===== src/rtl/audio_pkg.sv =====
/*
 Shared types and constants for the audio playback controller.
 Holds the channel count, the register map and the packed structs
 that travel between the CPU port, the DMA path and the mixer.
*/

package audio_pkg;

	localparam int num_channels = 4;
	localparam int fifo_depth = 4;
	localparam int sample_width = 16;
	localparam int volume_width = 4;
	localparam int addr_width = 32;
	localparam int data_width = 32;
	localparam int count_width = 24;
	localparam int cpu_addr_width = 8;
	localparam int chan_bits = $clog2(num_channels);
	localparam int fifo_ptr_bits = $clog2(fifo_depth);

	// Register map, one block of reg_stride addresses per channel
	localparam int reg_stride = 4;
	localparam int reg_off_bits = $clog2(reg_stride);
	localparam logic [reg_off_bits-1:0] reg_address = 0;
	localparam logic [reg_off_bits-1:0] reg_count = 1;
	localparam logic [reg_off_bits-1:0] reg_volume = 2;
	localparam logic [cpu_addr_width-1:0] reg_busy = 8'h01;

	typedef logic [chan_bits-1:0] chan_idx_t;
	typedef logic [fifo_ptr_bits-1:0] fifo_ptr_t;
	typedef logic [volume_width-1:0] volume_t;
	typedef logic [addr_width-1:0] addr_t;
	typedef logic [data_width-1:0] data_t;
	typedef logic [count_width-1:0] count_t;
	typedef logic [cpu_addr_width-1:0] cpu_addr_t;
	typedef logic signed [sample_width-1:0] sample_t;

	typedef struct packed {
		logic request;
		logic rw;
		cpu_addr_t address;
		data_t wdata;
	} cpu_req_t;

	typedef struct packed {
		logic start;
		addr_t address;
		count_t count;
	} chan_setup_t;

	// Left in the upper half of a DMA word
	typedef struct packed {
		sample_t left;
		sample_t right;
	} stereo_frame_t;

	typedef struct packed {
		logic request;
		addr_t address;
	} dma_req_t;

endpackage

===== src/rtl/audio_controller.sv =====
/*
 Top level of the multi-channel audio playback controller.
 Joins the CPU register block, one fetch and FIFO pair per channel,
 the DMA round-robin arbiter and the output mixer.
*/

`timescale 1ns/100ps

module audio_controller (
	input logic i_clock,
	input logic i_rst_n,
	input audio_pkg::cpu_req_t i_cpu,
	output audio_pkg::data_t o_cpu_rdata,
	output logic o_cpu_ready,
	output audio_pkg::dma_req_t o_dma,
	input logic i_dma_ready,
	input audio_pkg::data_t i_dma_rdata,
	input logic i_sample_strobe,
	output audio_pkg::stereo_frame_t o_sample
);

	audio_pkg::chan_setup_t setup [audio_pkg::num_channels];
	audio_pkg::volume_t volume [audio_pkg::num_channels];
	audio_pkg::dma_req_t chan_req [audio_pkg::num_channels];
	audio_pkg::stereo_frame_t fetch_frame [audio_pkg::num_channels];
	audio_pkg::stereo_frame_t fifo_frame [audio_pkg::num_channels];
	logic [audio_pkg::num_channels-1:0] grant_done;
	logic [audio_pkg::num_channels-1:0] fetch_valid;
	logic [audio_pkg::num_channels-1:0] fetch_ready;
	logic [audio_pkg::num_channels-1:0] fetch_active;
	logic [audio_pkg::num_channels-1:0] fifo_valid;
	logic [audio_pkg::num_channels-1:0] mix_ready;

	audio_regs regs_i (
		.i_clock(i_clock),
		.i_rst_n(i_rst_n),
		.i_cpu(i_cpu),
		.o_cpu_rdata(o_cpu_rdata),
		.o_cpu_ready(o_cpu_ready),
		.o_setup(setup),
		.o_volume(volume),
		.i_fetch_active(fetch_active),
		.i_fifo_valid(fifo_valid)
	);

	dma_arbiter arbiter_i (
		.i_clock(i_clock),
		.i_rst_n(i_rst_n),
		.i_req(chan_req),
		.o_grant_done(grant_done),
		.o_dma(o_dma),
		.i_dma_ready(i_dma_ready)
	);

	for (genvar i = 0; i < audio_pkg::num_channels; i++) begin : gen_chan
		channel_fetch fetch_i (
			.i_clock(i_clock),
			.i_rst_n(i_rst_n),
			.i_setup(setup[i]),
			.o_req(chan_req[i]),
			.i_grant_done(grant_done[i]),
			.i_dma_rdata(i_dma_rdata),
			.o_frame(fetch_frame[i]),
			.o_frame_valid(fetch_valid[i]),
			.i_frame_ready(fetch_ready[i]),
			.o_active(fetch_active[i])
		);

		sample_fifo fifo_i (
			.i_clock(i_clock),
			.i_rst_n(i_rst_n),
			.i_frame(fetch_frame[i]),
			.i_valid(fetch_valid[i]),
			.o_ready(fetch_ready[i]),
			.o_frame(fifo_frame[i]),
			.o_valid(fifo_valid[i]),
			.i_ready(mix_ready[i])
		);
	end

	channel_mixer mixer_i (
		.i_clock(i_clock),
		.i_rst_n(i_rst_n),
		.i_sample_strobe(i_sample_strobe),
		.i_frame(fifo_frame),
		.i_valid(fifo_valid),
		.o_ready(mix_ready),
		.i_volume(volume),
		.o_sample(o_sample)
	);

endmodule


===== src/rtl/channel_mixer.sv =====
/*
 Stereo mixer for all channels.
 On each sample strobe it pops one frame from every channel that has
 one, scales it by volume/16 and sums with 16-bit wrap into o_sample.
*/

`timescale 1ns/100ps

module channel_mixer (
	input logic i_clock,
	input logic i_rst_n,
	input logic i_sample_strobe,
	input audio_pkg::stereo_frame_t i_frame [audio_pkg::num_channels],
	input logic [audio_pkg::num_channels-1:0] i_valid,
	output logic [audio_pkg::num_channels-1:0] o_ready,
	input audio_pkg::volume_t i_volume [audio_pkg::num_channels],
	output audio_pkg::stereo_frame_t o_sample
);

	logic signed [audio_pkg::sample_width+audio_pkg::volume_width:0] prod_l;
	logic signed [audio_pkg::sample_width+audio_pkg::volume_width:0] prod_r;
	audio_pkg::sample_t sum_l;
	audio_pkg::sample_t sum_r;

	assign o_ready = {audio_pkg::num_channels{i_sample_strobe}};

	// Empty channels add nothing
	always_comb begin
		sum_l = '0;
		sum_r = '0;
		prod_l = '0;
		prod_r = '0;
		for (int i = 0; i < audio_pkg::num_channels; i++) begin
			if (i_valid[i]) begin
				prod_l = i_frame[i].left * $signed({1'b0, i_volume[i]});
				prod_r = i_frame[i].right * $signed({1'b0, i_volume[i]});
				sum_l = sum_l + audio_pkg::sample_t'(prod_l >>> 4);
				sum_r = sum_r + audio_pkg::sample_t'(prod_r >>> 4);
			end
		end
	end

	always_ff @(posedge i_clock) begin
		if (!i_rst_n) begin
			o_sample <= '0;
		end else if (i_sample_strobe) begin
			o_sample.left <= sum_l;
			o_sample.right <= sum_r;
		end
	end

endmodule


===== src/rtl/sample_fifo.sv =====
/*
 Small frame FIFO between a channel's DMA fetch and the mixer.
 Push and pop both use valid/ready; o_ready is not full, o_valid is
 not empty. Depth comes from the package and must be a power of two.
*/

`timescale 1ns/100ps

module sample_fifo (
	input logic i_clock,
	input logic i_rst_n,
	input audio_pkg::stereo_frame_t i_frame,
	input logic i_valid,
	output logic o_ready,
	output audio_pkg::stereo_frame_t o_frame,
	output logic o_valid,
	input logic i_ready
);

	audio_pkg::stereo_frame_t mem [audio_pkg::fifo_depth];
	audio_pkg::fifo_ptr_t wr_ptr_q;
	audio_pkg::fifo_ptr_t rd_ptr_q;
	logic [audio_pkg::fifo_ptr_bits:0] occ_q;
	logic push;
	logic pop;

	// Top bit of the occupancy is set only when full
	assign o_ready = !occ_q[audio_pkg::fifo_ptr_bits];
	assign o_valid = occ_q != '0;
	assign o_frame = mem[rd_ptr_q];
	assign push = i_valid && o_ready;
	assign pop = o_valid && i_ready;

	always_ff @(posedge i_clock) begin
		if (push) begin
			mem[wr_ptr_q] <= i_frame;
		end
	end

	always_ff @(posedge i_clock) begin
		if (!i_rst_n) begin
			wr_ptr_q <= '0;
			rd_ptr_q <= '0;
			occ_q <= '0;
		end else begin
			if (push) begin
				wr_ptr_q <= wr_ptr_q + 1'b1;
			end
			if (pop) begin
				rd_ptr_q <= rd_ptr_q + 1'b1;
			end
			case ({push, pop})
				2'b10: occ_q <= occ_q + 1'b1;
				2'b01: occ_q <= occ_q - 1'b1;
				default: occ_q <= occ_q;
			endcase
		end
	end

endmodule


===== src/rtl/channel_fetch.sv =====
/*
 DMA sequencer for one audio channel.
 A start pulse loads base and word count; words are then requested one
 at a time while the FIFO has room, and each answer is pushed as a frame.
*/

`timescale 1ns/100ps

module channel_fetch (
	input logic i_clock,
	input logic i_rst_n,
	input audio_pkg::chan_setup_t i_setup,
	output audio_pkg::dma_req_t o_req,
	input logic i_grant_done,
	input audio_pkg::data_t i_dma_rdata,
	output audio_pkg::stereo_frame_t o_frame,
	output logic o_frame_valid,
	input logic i_frame_ready,
	output logic o_active
);

	audio_pkg::addr_t addr_q;
	audio_pkg::count_t count_q;
	logic drop_q;

	// An answer to a request issued before a restart is thrown away
	assign o_frame = audio_pkg::stereo_frame_t'(i_dma_rdata);
	assign o_frame_valid = i_grant_done && !drop_q;
	assign o_active = (count_q != '0) || o_req.request;

	always_ff @(posedge i_clock) begin
		if (!i_rst_n) begin
			o_req.request <= 1'b0;
			count_q <= '0;
			drop_q <= 1'b0;
		end else begin
			if (i_grant_done) begin
				o_req.request <= 1'b0;
				drop_q <= 1'b0;
				if (!drop_q) begin
					addr_q <= addr_q + audio_pkg::addr_t'(4);
					count_q <= count_q - 1'b1;
				end
			end else if (!o_req.request && count_q != '0 && i_frame_ready &&
				!i_setup.start) begin
				o_req.request <= 1'b1;
				o_req.address <= addr_q;
			end
			// Restart replaces whatever is running
			if (i_setup.start) begin
				addr_q <= i_setup.address;
				count_q <= i_setup.count;
				drop_q <= o_req.request && !i_grant_done;
			end
		end
	end

endmodule


===== src/rtl/dma_arbiter.sv =====
/*
 Round-robin owner of the single DMA bus master.
 Picks one requesting channel while the bus is idle, holds its address
 until the host answers, then pulses that channel's grant-done.
*/

`timescale 1ns/100ps

module dma_arbiter (
	input logic i_clock,
	input logic i_rst_n,
	input audio_pkg::dma_req_t i_req [audio_pkg::num_channels],
	output logic [audio_pkg::num_channels-1:0] o_grant_done,
	output audio_pkg::dma_req_t o_dma,
	input logic i_dma_ready
);

	audio_pkg::chan_idx_t ptr_q;
	audio_pkg::chan_idx_t owner_q;
	audio_pkg::chan_idx_t idx;
	audio_pkg::chan_idx_t sel;
	logic found;

	// Scan starts at the channel after the last one served
	always_comb begin
		found = 1'b0;
		sel = ptr_q;
		idx = ptr_q;
		for (int i = 0; i < audio_pkg::num_channels; i++) begin
			idx = ptr_q + audio_pkg::chan_idx_t'(i);
			if (!found && i_req[idx].request) begin
				found = 1'b1;
				sel = idx;
			end
		end
	end

	always_comb begin
		o_grant_done = '0;
		if (o_dma.request && i_dma_ready) begin
			o_grant_done[owner_q] = 1'b1;
		end
	end

	always_ff @(posedge i_clock) begin
		if (!i_rst_n) begin
			o_dma.request <= 1'b0;
			owner_q <= '0;
			ptr_q <= '0;
		end else if (o_dma.request) begin
			if (i_dma_ready) begin
				o_dma.request <= 1'b0;
				ptr_q <= owner_q + 1'b1;
			end
		end else if (found) begin
			o_dma.request <= 1'b1;
			o_dma.address <= i_req[sel].address;
			owner_q <= sel;
		end
	end

endmodule


===== src/rtl/audio_regs.sv =====
/*
 CPU register block of the audio controller.
 Decodes the request/ready access into per-channel base, count and
 volume registers, pulses a channel start on a count write and
 returns the busy word on a read of the busy address.
*/

`timescale 1ns/100ps

module audio_regs (
	input logic i_clock,
	input logic i_rst_n,
	input audio_pkg::cpu_req_t i_cpu,
	output audio_pkg::data_t o_cpu_rdata,
	output logic o_cpu_ready,
	output audio_pkg::chan_setup_t o_setup [audio_pkg::num_channels],
	output audio_pkg::volume_t o_volume [audio_pkg::num_channels],
	input logic [audio_pkg::num_channels-1:0] i_fetch_active,
	input logic [audio_pkg::num_channels-1:0] i_fifo_valid
);

	audio_pkg::cpu_addr_t reg_chan;
	logic [audio_pkg::reg_off_bits-1:0] reg_off;
	logic access;
	logic wr_stb;
	logic [audio_pkg::num_channels-1:0] busy;
	logic [audio_pkg::num_channels-1:0] start_q;
	audio_pkg::addr_t base_q [audio_pkg::num_channels];
	audio_pkg::count_t count_q [audio_pkg::num_channels];

	assign reg_chan = i_cpu.address >> audio_pkg::reg_off_bits;
	assign reg_off = i_cpu.address[audio_pkg::reg_off_bits-1:0];
	// First cycle of a new access
	assign access = i_cpu.request && !o_cpu_ready;
	assign wr_stb = access && i_cpu.rw;
	assign busy = i_fetch_active | i_fifo_valid;

	always_comb begin
		for (int i = 0; i < audio_pkg::num_channels; i++) begin
			o_setup[i].start = start_q[i];
			o_setup[i].address = base_q[i];
			o_setup[i].count = count_q[i];
		end
	end

	always_ff @(posedge i_clock) begin
		if (!i_rst_n) begin
			o_cpu_ready <= 1'b0;
			start_q <= '0;
			for (int i = 0; i < audio_pkg::num_channels; i++) begin
				o_volume[i] <= '0;
			end
		end else begin
			start_q <= '0;
			if (access) begin
				o_cpu_ready <= 1'b1;
			end else if (!i_cpu.request) begin
				o_cpu_ready <= 1'b0;
			end
			for (int i = 0; i < audio_pkg::num_channels; i++) begin
				if (wr_stb && reg_chan == audio_pkg::cpu_addr_t'(i)) begin
					if (reg_off == audio_pkg::reg_count) begin
						start_q[i] <= 1'b1;
					end
					if (reg_off == audio_pkg::reg_volume) begin
						o_volume[i] <= i_cpu.wdata[audio_pkg::volume_width-1:0];
					end
				end
			end
		end
	end

	// Setup payload and read data
	always_ff @(posedge i_clock) begin
		if (access && !i_cpu.rw) begin
			o_cpu_rdata <= (i_cpu.address == audio_pkg::reg_busy) ?
				audio_pkg::data_t'(busy) : '0;
		end
		for (int i = 0; i < audio_pkg::num_channels; i++) begin
			if (wr_stb && reg_chan == audio_pkg::cpu_addr_t'(i)) begin
				if (reg_off == audio_pkg::reg_address) begin
					base_q[i] <= i_cpu.wdata;
				end
				if (reg_off == audio_pkg::reg_count) begin
					count_q[i] <= i_cpu.wdata[audio_pkg::count_width-1:0];
				end
			end
		end
	end

endmodule


===== config.mk =====
export PLATFORM = sky130hd
export DESIGN_NAME = audio_controller
export DESIGN_NICKNAME = d
export VERILOG_FILES = /design/src/rtl/audio_pkg.sv /design/src/rtl/audio_controller.sv /design/src/rtl/channel_mixer.sv /design/src/rtl/sample_fifo.sv /design/src/rtl/channel_fetch.sv /design/src/rtl/dma_arbiter.sv /design/src/rtl/audio_regs.sv
export SDC_FILE = /design/constraint.sdc
export NUM_CORES = 2
export LEC_CHECK = 0
export ABC_AREA = 1
export BUFFER_PORTS_ARGS = -buffer_cell sky130_fd_sc_hd__buf_2
export CAP_MARGIN = 40
export CORE_MARGIN = 1.5
export CORE_UTILIZATION = 45
export DETAILED_ROUTE_END_ITERATION = 10
export PLACE_DENSITY_LB_ADDON = 0.3
export SLEW_MARGIN = 5
export SYNTH_ARGS = -nofsm -noshare
export SYNTH_HDL_FRONTEND = slang
export SYNTH_SLANG_ARGS = --single-unit

===== constraint.sdc =====
create_clock -name i_clock -period 10.2 [get_ports i_clock]
set_clock_uncertainty 0.15 [all_clocks]
set_input_delay 2.55 -clock i_clock [delete_from_list [all_inputs] [get_ports i_clock]]
set_output_delay 2.55 -clock i_clock [all_outputs]
set_load 0.005 [all_outputs]

==> metrics.md <==
| Metric | Value |
|---|---|
| Post-synth top flop | `edfxtp_1` |
| # H-tree levels | `4` |
| Finish-stage setup viols | `0` |
| TritonCTS Sinks | `between 1000 and 1500` |
| Vias per cell | `about 5.3` |
| Post-layout net count | `about 8700` |
| Seq/Total Area, Yosys | `a little under half` |
| # hold bufs at CTS | `0` |
| VDD IR-drop max | `between 0.2 and 0.25 mV` |
| Critical path data arrival time | `slightly below 10 ns` |
| Slowest cell on the critical path | `a21oi_1` |
| Fin crit period | `9.226 ns` |
| Maximum Capacitance Violations | `0` |
| Rows | `about 150` |
| Num CTS Buffers | `approximately 130` |
| Die X | `~410 um` |
| Ys Warns | `0` |
| GR Overflow Total | `0` |
| CP top delay family | `compound AO/OA/AOI/OAI gates` |
| Final Util | `a little over 50%` |
| Area after DPL | `between 0.07 and 0.08 sq mm` |
| Initial Util | `roughly 45%` |
| Root Buffer | `clkbuf_16` |
| Switching Fraction | `between 30% and 40%` |
| Reg2Reg Depth | `39` |
| Clock buffer depth | `3` |
| Hold Path Cell Cnt | `0` |
| Postcts setup bufs | `0` |
| # DRC | `0` |
| Initial DRC count | `4986` |
| Post_cts resized | `0` |
| Number of flops mapped to enable cells by yosys | `between 1000 and 1500` |
| Antenna violations before repair | `15` |
| Vias in the first global route | `between 50000 and 60000` |
| RSZ-0062 raised after global routing | `false` |
| Pin count of the biggest net entering global routing | `a little under 70` |
| Slowest Stage Delay on Critical Path | `0.50 ns` |
| Fin Setup TNS | `0 ns` |
| Worst-Skew Late Latency | `~0.80 ns` |
| Core area | `approximately 0.16 sq mm` |
| P&R area growth vs syn | `11.62%` |
| Final Routed Wirelength | `roughly 200 mm` |
| Period utilisation layout | `between 90 and 100%` |
| Status | `complete, no violations` |
| Fillers | `about 15000` |
| Startpoint types | `flip-flop` |
| Clock network power share | `about 34%` |
| Port Buf Inserts | `roughly 150` |
| Global-route wire length before repair | `around 310 mm` |
| Max Transition Viols Final | `0` |
| Class of the worst hold path | `flip-flop to flip-flop` |
| Drt wl/cell | `between 20 and 25 um` |
| Final Cell Area | `0.08118 sq mm` |
| Syn Area/Cell | `approximately 9.3 sq um` |
| HPWL Detailed | `between 100 and 150 mm` |
| Slew headroom | `roughly two fifths` |
| Internal power | `approximately 10000 uW` |
| Synth cell types | `77` |
| WS Path Type | `flip-flop to flip-flop` |
| Hold Startpoint | `gen_chan[3].fetch_i.addr_q[0]` |
| Post-route ant nets | `0` |
| P_sw | `between 4000 and 5000 uW` |
| Leakage | `0.03494 uW` |
| Most frequent CP cell | `a21oi_1` |
| Power Density | `184.0 mW/mm^2` |
| Vias post-DR | `between 50000 and 60000` |
| Drt pass-1 iters | `6` |
| Die height | `~410 um` |
| Reg clk slew, reported paths | `approximately 0.060 ns` |
| Critical Path Fanout Max | `45` |
| Stages on worst setup path | `39` |
| CTS tree | `built` |
| Worst Path Buf+Inv | `5` |
| Routability congestion estimate | `around 0.93` |
| Worst slew pin tran | `around 0.90 ns` |
| Hold_ws | `0.2697 ns` |
| Die ar. | `0.1641 sq mm` |
| Gr usage total | `roughly a quarter` |
| Post-Syn Instances | `a little under 8000` |
| Layout cell share with drive strength beyond 1 | `under 10%` |
| CP endpoint kind | `flip-flop` |
| Required time worst endpoint | `10.69 ns` |
| Async SR Flop Fraction | `0%` |
| Final Hold Viols | `0` |
| Logic pwr share | `24.8%` |
| Register share of total power | `41.4%` |
| Synthesized area | `~0.073 sq mm` |
| Fmax | `roughly 110 MHz` |
| Synth Register Bits | `roughly 1200` |
| # IOs | `176` |
-- kinds of logic after synthesis --
group                      count (synthesis)  synth area share, %
xor gates and xnor gates                 286                3.485
adders and majority gates                660                14.02
buffers and inverters                   1302                7.082
muxes                                      7               0.1135
DFF                                     1226                47.89
and+or+nand+nor                         3340                19.30
AOI/OAI and AO/OA                       1013                8.109
other                                      1             0.005156
-- area by class of cell --
type	instances	area (sq um)	share of cell area, %
Timing Repair Buffer	258	2031	2.501
Tap cell	2160	2703	3.329
Multi-Input combinational cell	5334	33100	40.77
Clock inverter	75	1023	1.261
Sequential cell	1226	34840	42.92
Inverter	1034	3886	4.787
Antenna cell	4	10.01	0.01233
Clock buffer	169	3586	4.417
-- power groups by stage --
stage               clock network [uW]  logic [uW]  registers, uW
finish                            5040        3710           6180
global route                      5310        4100           6220
CTS                               5120        3710           6180
detailed placement                   0        3690           6290
global placement                     0        3590           6280
floorplan                            0        2450           6230
-- Yosys cell counts (24+ instances only) --
cell | count | area, sq um
inv_1 | 1003 | 3765
o211ai_1 | 27 | 202.7
or2_2 | 25 | 156.4
nor3_1 | 57 | 285.3
a21oi_1 | 408 | 2042
nand2_1 | 1801 | 6760
fa_1 | 258 | 5165
clkbuf_1 | 175 | 656.9
edfxtp_1 | 1028 | 30870
a31oi_1 | 75 | 469.2
buf_2 | 26 | 130.1
nand2_2 | 24 | 150.1
a32oi_1 | 32 | 280.3
xnor2_1 | 90 | 788.3
dfxtp_1 | 198 | 3964
xor2_1 | 192 | 1682
ha_1 | 402 | 5030
buf_4 | 42 | 315.3
nand4_1 | 43 | 269.0
nor2_1 | 768 | 2883
nand3_1 | 495 | 2477
nor2_2 | 38 | 237.7
o21ai_0 | 287 | 1436
-- registers in the layout, indices dropped and copies added (netlist names), 12 cells and up, named ones only --
name                      cells
regs_i.base_q               128
regs_i.count_q               96
gen_chan.fifo_i.occ_q        12
arbiter_i.o_dma              33
regs_i.o_volume              16
mixer_i.o_sample             32
gen_chan.fetch_i.o_req      132
gen_chan.fetch_i.count_q     96
gen_chan.fifo_i.mem         512
gen_chan.fetch_i.addr_q     128
-- worst paths after layout --
check                                  to  slack (ns)
max                  mixer_i.o_sample[29]        0.97
min          gen_chan[3].fetch_i.o_req[0]        0.27
max reg2reg          mixer_i.o_sample[29]        0.97
min reg2reg  gen_chan[3].fetch_i.o_req[0]        0.27
-- layout by cell type (no fill, tap or decap), types with 12 or more instances in the layout --
| cell | instances |
|---|---|
| inv_2 | 19 |
| nor2_1 | 733 |
| nand3b_1 | 13 |
| or2_2 | 25 |
| bufinv_16 | 16 |
| xor2_1 | 192 |
| a21oi_1 | 408 |
| clkinv_2 | 13 |
| a32oi_1 | 32 |
| nor3_1 | 55 |
| o31ai_1 | 12 |
| buf_2 | 146 |
| buf_16 | 17 |
| nand2_2 | 24 |
| a31oi_1 | 75 |
| a21o_1 | 20 |
| fa_1 | 258 |
| o21ai_0 | 287 |
| nor2_2 | 44 |
| inv_1 | 1002 |
| o211ai_1 | 27 |
| nand3_2 | 16 |
| nor2_4 | 40 |
| buf_4 | 84 |
| xnor2_1 | 90 |
| o21ai_2 | 19 |
| nand3_1 | 495 |
| conb_1 | 28 |
| o21ai_1 | 18 |
| clkbuf_16 | 135 |
| edfxtp_1 | 1028 |
| clkinv_1 | 28 |
| nand4_1 | 43 |
| ha_1 | 402 |
| nand2_1 | 1801 |
| dfxtp_1 | 190 |
| nor4_1 | 14 |
| o21bai_1 | 20 |
| clkbuf_1 | 26 |
-- stage by stage --
| step | setup slack (ns) | cells | power [uW] |
|---|---|---|---|
| floorplan | 2.336 | 7862 | 8680 |
| global placement | 1.132 | 9980 | 9867 |
| detailed placement | 1.050 | 10012 | 9979 |
| CTS | 1.044 | 10256 | 15020 |
| global route | 0.05968 | 10256 | 15630 |
| finish | 0.9740 | 10260 | 14940 |
-- routing by layer --
layer | global-route usage, % | up-vias | share of wire, %
met2 | 41.31 | 1909 | 46
li1 | - | 26247 | -
met1 | 33.38 | 26223 | 42
met4 | 9.577 | 2 | 4.1
met5 | 0 | - | 0.0083
met3 | 3.647 | 324 | 7.3
(Power assumes the default switching activity.)
